--- config.mk ---
export PLATFORM = sky130hd
export DESIGN_NAME = dct_row_stage
export DESIGN_NICKNAME = d
export VERILOG_FILES = /design/src/verilog/dct_pkg.sv /design/src/verilog/dct_row_stage.sv
export SDC_FILE = /design/constraint.sdc
export NUM_CORES = 2
export LEC_CHECK = 0
export BUFFER_PORTS_ARGS = -buffer_cell sky130_fd_sc_hd__buf_2
export CAP_MARGIN = 20
export CORE_ASPECT_RATIO = 1.5
export CORE_MARGIN = 5
export CORE_UTILIZATION = 55
export DETAILED_ROUTE_END_ITERATION = 7
export PLACE_DENSITY = 0.72
export SLEW_MARGIN = 10
export SYNTH_ARGS = -nofsm -noshare
export SYNTH_HDL_FRONTEND = slang
export SYNTH_SLANG_ARGS = --single-unit
--- constraint.sdc ---
create_clock -name clk -period 10.6 [get_ports clk]
set_input_delay 1.06 -clock clk [delete_from_list [all_inputs] [get_ports clk]]
set_output_delay 1.06 -clock clk [all_outputs]
set_load 0.01 [all_outputs]
--- src/verilog/dct_pkg.sv ---
// DCT widths, typedefs, scaling constants, the last-index constant and the cosine table function
package dct_pkg;

	// ------------------------------------------------------------------------
	// Transform geometry and fixed-point scaling
	// ------------------------------------------------------------------------

	// One block is eight rows of eight pixels
	localparam int BLOCK_N     = 8;
	localparam int IDX_W       = $clog2(BLOCK_N);
	// Unsigned pixels are centred on zero before the row pass
	localparam int LEVEL_SHIFT = 128;
	// Cosine constants carry 13 fraction bits, plus one sign bit
	localparam int COEF_FRAC   = 13;
	localparam int COS_W       = COEF_FRAC + 1;
	// Bits cut after each pass, rounded half up by the bit below the cut
	localparam int ROW_DROP    = 12;
	localparam int COL_DROP    = 16;

	// Datapath widths
	localparam int PIXEL_W     = 8;
	localparam int SHIFT_W     = PIXEL_W + 1;
	localparam int ROW_ACC_W   = 25;
	localparam int ROW_COEF_W  = ROW_ACC_W - ROW_DROP;
	localparam int COL_ACC_W   = 32;
	localparam int DCT_COEF_W  = 11;

	// ------------------------------------------------------------------------
	// Types
	// ------------------------------------------------------------------------
	typedef logic        [PIXEL_W-1:0]    pixel_t;
	typedef logic signed [SHIFT_W-1:0]    shifted_t;
	typedef logic signed [COS_W-1:0]      cos_const_t;
	typedef logic signed [ROW_ACC_W-1:0]  row_acc_t;
	typedef logic signed [ROW_COEF_W-1:0] row_coef_t;
	// Eight row coefficients, frequency 0 in the low slice
	typedef logic [BLOCK_N*ROW_COEF_W-1:0] row_vec_t;
	typedef logic signed [COL_ACC_W-1:0]  col_acc_t;
	typedef logic signed [DCT_COEF_W-1:0] dct_coef_t;
	// Coefficient (v,u) sits at slice v*8+u
	typedef logic [BLOCK_N*BLOCK_N*DCT_COEF_W-1:0] coef_block_t;
	typedef logic [IDX_W-1:0] idx_t;

	// Index of the last sample in a row and of the last row in a block
	localparam idx_t IDX_LAST = idx_t'(BLOCK_N - 1);

	// ------------------------------------------------------------------------
	// Cosine table
	// ------------------------------------------------------------------------

	// Constant for frequency k and sample n, 8192*cos((2n+1)k*pi/16)
	// The DC row uses 1/sqrt(2), which is the same value as cos(pi/4)
	function automatic cos_const_t dct_cos(input int k, input int n);
		int   m;
		int   mag;
		logic neg;
		// Phase in units of pi/16, folded into one full period
		m = ((2 * n + 1) * k) % (4 * BLOCK_N);
		neg = 1'b0;
		if (k == 0) begin
			m = BLOCK_N / 2;
		end
		// Cosine is even around a full period
		if (m > 2 * BLOCK_N) begin
			m = 4 * BLOCK_N - m;
		end
		// Past a quarter period the value mirrors with a sign change
		if (m > BLOCK_N) begin
			m = 2 * BLOCK_N - m;
			neg = 1'b1;
		end
		case (m)
			1:       mag = 8035;
			2:       mag = 7568;
			3:       mag = 6811;
			4:       mag = 5793;
			5:       mag = 4551;
			6:       mag = 3135;
			7:       mag = 1598;
			// Phases 0 and 8 never occur for k from 1 to 7
			default: mag = 0;
		endcase
		return neg ? cos_const_t'(-mag) : cos_const_t'(mag);
	endfunction

endpackage
--- src/verilog/dct_row_stage.sv ---
// Row pass of the 8x8 DCT with pixel counter, level shift and eight row multiply-accumulators
module dct_row_stage import dct_pkg::*; (
	input  logic     clk,
	input  logic     rst,
	input  logic     enable,
	input  pixel_t   data_in,
	output row_vec_t row_coefs,
	output idx_t     row_idx,
	output logic     row_valid
);

	// Position of the next pixel in its block, sample in the low bits
	logic [2*IDX_W-1:0] pos;

	// Stage 1 holds the level-shifted pixel
	shifted_t pix_s1;
	logic     valid_s1;
	idx_t     samp_s1;
	idx_t     row_s1;

	// Stage 2 holds the eight products of that pixel
	row_acc_t prod_s2 [BLOCK_N];
	logic     valid_s2;
	idx_t     samp_s2;
	idx_t     row_s2;

	// Stage 3 holds the running sums per frequency
	row_acc_t acc_s3 [BLOCK_N];
	logic     valid_s3;
	idx_t     samp_s3;
	idx_t     row_s3;

	// ------------------------------------------------------------------------
	// Input counting and level shift
	// ------------------------------------------------------------------------

	// Any idle cycle restarts the block at pixel 0
	always_ff @(posedge clk) begin
		if (rst || !enable) begin
			pos <= '0;
		end else begin
			pos <= pos + 1'b1;
		end
	end

	// Sample the pixel, subtract 128 and tag it with its position
	// An idle cycle clears this stage so a partial row never reaches the output
	always_ff @(posedge clk) begin
		if (rst || !enable) begin
			pix_s1   <= '0;
			valid_s1 <= 1'b0;
			samp_s1  <= '0;
			row_s1   <= '0;
		end else begin
			pix_s1   <= shifted_t'({1'b0, data_in}) - shifted_t'(LEVEL_SHIFT);
			valid_s1 <= 1'b1;
			samp_s1  <= pos[IDX_W-1:0];
			row_s1   <= pos[2*IDX_W-1:IDX_W];
		end
	end

	// ------------------------------------------------------------------------
	// Multiply and accumulate
	// ------------------------------------------------------------------------

	// One product per frequency, using the constants of this sample position
	// Stages past the input run on so a sampled row always finishes
	always_ff @(posedge clk) begin
		if (rst) begin
			valid_s2 <= 1'b0;
			samp_s2  <= '0;
			row_s2   <= '0;
			for (int k = 0; k < BLOCK_N; k++) begin
				prod_s2[k] <= '0;
			end
		end else begin
			valid_s2 <= valid_s1;
			samp_s2  <= samp_s1;
			row_s2   <= row_s1;
			for (int k = 0; k < BLOCK_N; k++) begin
				prod_s2[k] <= pix_s1 * dct_cos(k, int'(samp_s1));
			end
		end
	end

	// Sample 0 loads the sums, later samples add to them
	always_ff @(posedge clk) begin
		if (rst) begin
			valid_s3 <= 1'b0;
			samp_s3  <= '0;
			row_s3   <= '0;
			for (int k = 0; k < BLOCK_N; k++) begin
				acc_s3[k] <= '0;
			end
		end else begin
			valid_s3 <= valid_s2;
			samp_s3  <= samp_s2;
			row_s3   <= row_s2;
			if (valid_s2) begin
				for (int k = 0; k < BLOCK_N; k++) begin
					if (samp_s2 == '0) begin
						acc_s3[k] <= prod_s2[k];
					end else begin
						acc_s3[k] <= acc_s3[k] + prod_s2[k];
					end
				end
			end
		end
	end

	// ------------------------------------------------------------------------
	// Rounding and row strobe
	// ------------------------------------------------------------------------

	// After the eighth sample, keep bits 24..12 and round half up with bit 11
	// The coefficients then hold until the next row completes
	always_ff @(posedge clk) begin
		if (rst) begin
			row_valid <= 1'b0;
			row_idx   <= '0;
			row_coefs <= '0;
		end else begin
			row_valid <= valid_s3 && (samp_s3 == IDX_LAST);
			if (valid_s3 && (samp_s3 == IDX_LAST)) begin
				row_idx <= row_s3;
				for (int k = 0; k < BLOCK_N; k++) begin
					row_coefs[k*ROW_COEF_W +: ROW_COEF_W] <=
						row_coef_t'(acc_s3[k][ROW_DROP +: ROW_COEF_W]) +
						row_coef_t'(acc_s3[k][ROW_DROP-1]);
				end
			end
		end
	end

endmodule

# ---- After elaboration in Yosys (flattened, before gate mapping)
# Memories as Yosys holds them, arrays and structs flattened.
# Cells that the tools add are included.
dict set report op_classes {
  n_addsub 43
  multipliers 12
  n_lt_le_gt_ge 16
  eq_ne 57
  mux 109
  bitwise_logic 31
  n_reduce_logical 11
}
# cell n
set op_table {}
lappend op_table {{32-bit 2-to-1 mux} 33}
lappend op_table {{32-bit by 3-bit equality test with 1-bit output (second input constant)} 32}
lappend op_table {{13-bit one-hot mux with 7 select lines} 8}
lappend op_table {{25-bit 2-to-1 mux} 24}
lappend op_table {{32-bit by 2-bit equality test with 1-bit output (second input constant)} 16}
lappend op_table {{32-bit by 1-bit equality test with 1-bit output (second input constant)} 8}
lappend op_table {{32-bit by 5-bit > comparator with 1-bit output (second input constant)} 8}
lappend op_table {{6-bit by 32-bit subtractor with 32-bit output (first input constant)} 8}
lappend op_table {{14-bit 2-to-1 mux} 16}
lappend op_table {{25-bit adder} 8}
lappend op_table {{9-bit by 14-bit multiplier with 23-bit output} 8}
lappend op_table {{14-bit negation} 8}
lappend op_table {{13-bit by 1-bit adder with 13-bit output} 8}
lappend op_table {{7-bit by 6-bit subtractor with 8-bit output (first input constant)} 7}
lappend op_table {{6-bit > comparator (second input constant)} 7}
lappend op_table {{32-bit by 6-bit > comparator with 1-bit output (second input constant)} 1}
lappend op_table {{32-bit by 3-bit multiplier with 31-bit output (second input constant)} 1}
lappend op_table {{32-bit by 3-bit multiplier with 32-bit output (second input constant)} 1}
lappend op_table {{32-bit by 4-bit multiplier with 32-bit output (second input constant)} 1}
lappend op_table {{7-bit by 32-bit subtractor with 32-bit output (first input constant)} 1}
lappend op_table {{1-bit 2-to-1 mux} 28}
lappend op_table {{1-bit bitwise OR} 24}
lappend op_table {{5-bit OR reduction} 4}
lappend op_table {{8-bit by 8-bit subtractor with 9-bit output (second input constant)} 1}
lappend op_table {{12 further kinds} 18}
dict set report totals {
  regBits 144
  ram_bits 400
  inputBits 11
  out_inout_bits 108
  word_cells 295
  mem_count 2
}
# memory depth width rd rd_clocked_by_memory_dff wr line
set memory_table {}
lappend memory_table {acc_s3 8 25 8 0 8 dct_row_stage.sv:28} ;# row_acc_t acc_s3 [BLOCK_N];
lappend memory_table {prod_s2 8 25 8 0 8 dct_row_stage.sv:22} ;# row_acc_t prod_s2 [BLOCK_N];

# ---- Depth between registers and ports, before layout
dict set report logic_depth {
  word_depth 17
  depth_mapped 30
  depth_no_buf 28
}

# ---- Worst setup path after synthesis
# OpenSTA, ideal clock, no wires.
dict set report synth_timing {
  kind {register -> register}
  start {register samp_s1[2]}
  end {memory prod_s2[1][98] (netlist name)}
  setup_time_ns 0.128
  arrival_ns 7.416
  required_time_ns 10.472
  path_slack_ns 3.056
  stages_incl_launch_ff 29
  n_path_buf 2
  synth_period_minus_slack_ns 7.544
  path_cell_list {dfxtp_1 > clkbuf_1 > inv_1 > fa_1 > fa_1 > xnor2_1 > xnor2_1 > xnor2_1 > clkbuf_1 > nand2_1 > fa_1 > fa_1 > fa_1 > inv_1 > fa_1 > inv_1 > fa_1 > inv_1 > ha_1 > o21a_1 > o21a_1 > o21ai_0 > o21ai_0 > a311oi_1 > nand2b_1 > a21oi_1 > a31oi_1 > xnor2_1 > nor2_1}
}
# item line
set synth_lines {}
lappend synth_lines {{start, declared} dct_row_stage.sv:18} ;# idx_t samp_s1;
lappend synth_lines {{start signal, assigned} dct_row_stage.sv:57} ;# samp_s1 <= pos[IDX_W-1:0];
lappend synth_lines {{end, declared} dct_row_stage.sv:22}

==> summary.md <==
| Metric | Value |
|---|---|
| Number of synthesized flops with an enable pin | `200` |
| Die area | `around 0.12 mm2` |
| Arrival @ worst endpoint | `around 9.5 ns` |
| Synthesis Warnings | `0` |
| CTS clock-pin slew for the worst setup and hold paths | `~0.07 ns` |
| Max-cap violations | `0` |
| Area growth, synth to finish | `6.58%` |
| Cell family with most CP delay | `adder cells` |
| Post-Place Cells | `7869` |
| IO buf count | `~120` |
| CP max-delay cell | `fa_1` |
| Synthesized area | `0.0600 mm2` |
| Cells taking the most area after synthesis | `fa_1, ha_1, dfxtp_1` |
| Setup Viol. Count Final | `0` |
| Via Count | `about 45000` |
| DR WL met2 | `slightly above 70 mm` |
| Met3 WL | `roughly 7.7 mm` |
| Post-Layout Cell Count | `7977` |
| CP endpoint | `prod_s2[1][98]` |
| Run status | `finished clean` |
| Hold-fix buffers, CTS | `0` |
| First-pass GRT wire length | `238 mm` |
| CTS H-Tree Depth | `2` |
| Hold Path Class | `flop to flop` |
| Initial core utilization | `around 55%` |
| Register-to-Register Setup Slack | `between 1.5 and 2 ns` |
| Ys flop type | `dfxtp_1` |
| CTS max path bufs | `3` |
| Async SR Flop Fraction | `0%` |
| Drt first pass iters | `6` |
| Die Height | `roughly 410 um` |
| Sink Count | `526` |
| Final hold viol count | `0` |
| Final min period | `approximately 9.0 ns` |
| Leading area contributor after synthesis | `fa_1` |
| Setup Fix Bufs, Post-CTS | `0` |
| CP Max Fanout | `21` |
| Crit start category | `flop` |
| Antenna Violating Nets Remaining | `0` |
| Synth Instances | `around 6500` |
| Critical Path Most Common Cell | `fa_1` |
| Initial antenna violation count | `1` |
| DRT met1 WL | `roughly 60 mm` |
| Nets@finish | `about 8000` |
| Synth top area share | `between 20% and 30%` |
| Die W | `between 200 and 300 um` |
| GPL Wtd Cong | `between 0.9 and 1` |
| RSZ-0062 raised after global routing | `no` |
| Power per cell area | `~110 mW/mm2` |
| Reg-to-reg startpoint | `samp_s1[2]` |
| LEAKAGE | `between 30 and 40 nW` |
| Post-synth top cells | `inv_1, fa_1, ha_1` |
| Fin Clk Skew | `between 0.015 and 0.02 ns` |
| Required @ worst endpoint | `about 11 ns` |
| Post-route DRC violation count | `0` |
| Synth unique cells | `92` |
| Register area share after synthesis | `a little over a fifth` |
| Num rows | `between 100 and 150` |
| Tightest Pin Transition | `1.11 ns` |
| Syn_area_per_cell | `9.25 um2` |
| Max-slew violations | `0` |
| TritonCTS clock tree | `yes` |
| Critical path depth in cells | `25` |
| Core area | `between 0.1 and 0.15 mm2` |
| Max VDD drop | `~0.13 mV` |
| Crit path from | `samp_s1[2]` |
| Worst-Skew Late Latency | `roughly 0.65 ns` |
| Crit share post-route | `between 80% and 90%` |
| Worst hold slack | `0.448 ns` |
| Grt total ovfl | `0` |
| CTS resizes | `0` |
| Slew headroom | `26.3%` |
| Wire per inst | `between 15 and 20 um` |
| RR Endpoint | `prod_s2[1][98]` |
| Syn nets | `between 7000 and 8000` |
| F_max | `roughly 0.11 GHz` |
| Buf/Inv on CP | `2` |
| Final instance area | `between 0.06 and 0.07 mm2` |
| Slowest stage delay, CP | `roughly 0.80 ns` |
| Vias in the first global route | `between 40000 and 50000` |
| Root buffer cell | `clkbuf_16` |
| Flops & latches, synth | `between 500 and 600` |
| Placed inst area | `a little over 0.06 mm2` |
| Gr usage total | `about a quarter` |
| Top-level port count | `between 100 and 150` |
| Maximum number of pins on one net before global-route repair | `around 120` |
| Num CTS Buffers | `56` |
| CP endpoint kind | `flop` |
| Final WL | `146 mm` |
| Reg2reg path depth | `25` |
| Number of DRC markers in iteration 0 | `approximately 2400` |
| Max layer used | `met4` |
| Drt via density | `roughly 5.6` |
| DPL Wire Length | `approximately 110 mm` |
| Setup_tns | `0 ns` |
| Share of cells above drive strength 1 | `between 5 and 6%` |
| Most frequent cell after synthesis | `inv_1` |
| Kind of critical path | `flop to flop` |
-- state kept, by name (all words and copies together), names as in the netlist, 6 cells and up --
register and cells:
acc_s3 200, prod_s2 183, row_coefs 104, pix_s1 8, pos 6
-- final cells by class --
type,instances,area (um2)
diodes,2,5.00
clock buffers,73,1550
clock inverters,32,404
fillers,9413,44500
inverters,892,3350
multi-input cells,4864,43400
flip-flops and latches,526,12500
well taps,1425,1780
repair buffers,163,951
-- worst register-to-register path, cell delays in order (launching register included) --
cell and delay [ns]:
dfxtp_1 0.75, inv_1 0.33, fa_1 0.80, fa_1 0.52
xnor2_1 0.20, xnor2_1 0.81, nor2_1 0.12, a21oi_1 0.54
nand2_1 0.17, fa_1 0.56, inv_1 0.05, fa_1 0.54
fa_1 0.44, fa_1 0.49, ha_1 0.31, ha_1 0.37
a21oi_1 0.27, nand2_1 0.08, a21oi_1 0.26, o21ai_0 0.21
a311oi_1 0.38, nand2b_1 0.16, a21oi_1 0.09, a31oi_1 0.20
xnor2_1 0.14, nor2_1 0.05
-- per-layer routing --
metal	vias up	global-route usage (%)
met1	21900	31.9
li1	21400	-
met5	-	0
met2	1178	43.9
met4	0	9.94
met3	322	2.52
-- kinds of logic (layout without fill, tap and decap cells) --
logic type                 count (synthesis)  after routing  synth area share, %
AOI/OAI and AO/OA                       1191           1191                 12.4
xor gates and xnor gates                 419            419                 6.11
adders and majority gates               1454           1454                 39.6
buffers and inverters                   1101           1160                 6.88
DFF                                      526            526                 20.9
muxes                                     10             10                0.171
other                                      0              2                    0
and+or+nand+nor                         1790           1790                 14.0
-- cells in the final DEF, fill, tap and decap left out, drive strengths merged, types with 8 or more instances in the layout --
cell and n:
o31a 18, and2 147, a211o 11, a211oi 47, o2111ai 8, fa 740
nor2 417, and3 33, o21bai 58, o31ai 15, mux2i 8, nor3 80
nand3 122, a21boi 13, a21oi 445, a21o 142, xnor2 279, edfxtp 200
a31o 10, buf 163, nand2b 79, clkinv 14, o21ai 260, nand2 634
a31oi 38, nor3b 14, nor4 13, inv 900, nor2b 159, ha 714
o211ai 18, or3 38, xor2 140, or2 22, dfxtp 326, o41ai 12
nand4 9, clkbuf 73, o21a 49
-- worst min path at each step --
stage | start | to | slack [ns] | cells past startpoint
after floorplan | row_s1[0] | row_s2[0] | 0.41 | 1
after detailed placement | row_s1[1] | row_s2[1] | 0.43 | 1
after global routing | row_coefs[20] | row_coefs[20] | 0.47 | 2
final | row_coefs[35] | row_coefs[35] | 0.45 | 2
after global placement | row_s1[1] | row_s2[1] | 0.43 | 1
after CTS | row_coefs[18] | row_coefs[18] | 0.45 | 2
-- metrics by stage --
step	setup WS, ns	total power (W)	util, %
finish	1.63	0.00695	59.0
global route	0.927	0.00741	59.0
CTS	1.60	0.00700	59.0
detailed placement	1.68	0.00486	57.2
global placement	1.81	0.00480	57.2
floorplan	3.06	0.00429	-
-- power by group --
part / internal, W / switching (W) / leakage [nW]
logic: 0.00102 / 0.00141 / 26.0
registers: 0.00226 / 0.000149 / 4.76
clock network: 0.00119 / 0.000915 / 0.946
Note: power is estimated with default switching activity, not from simulation.
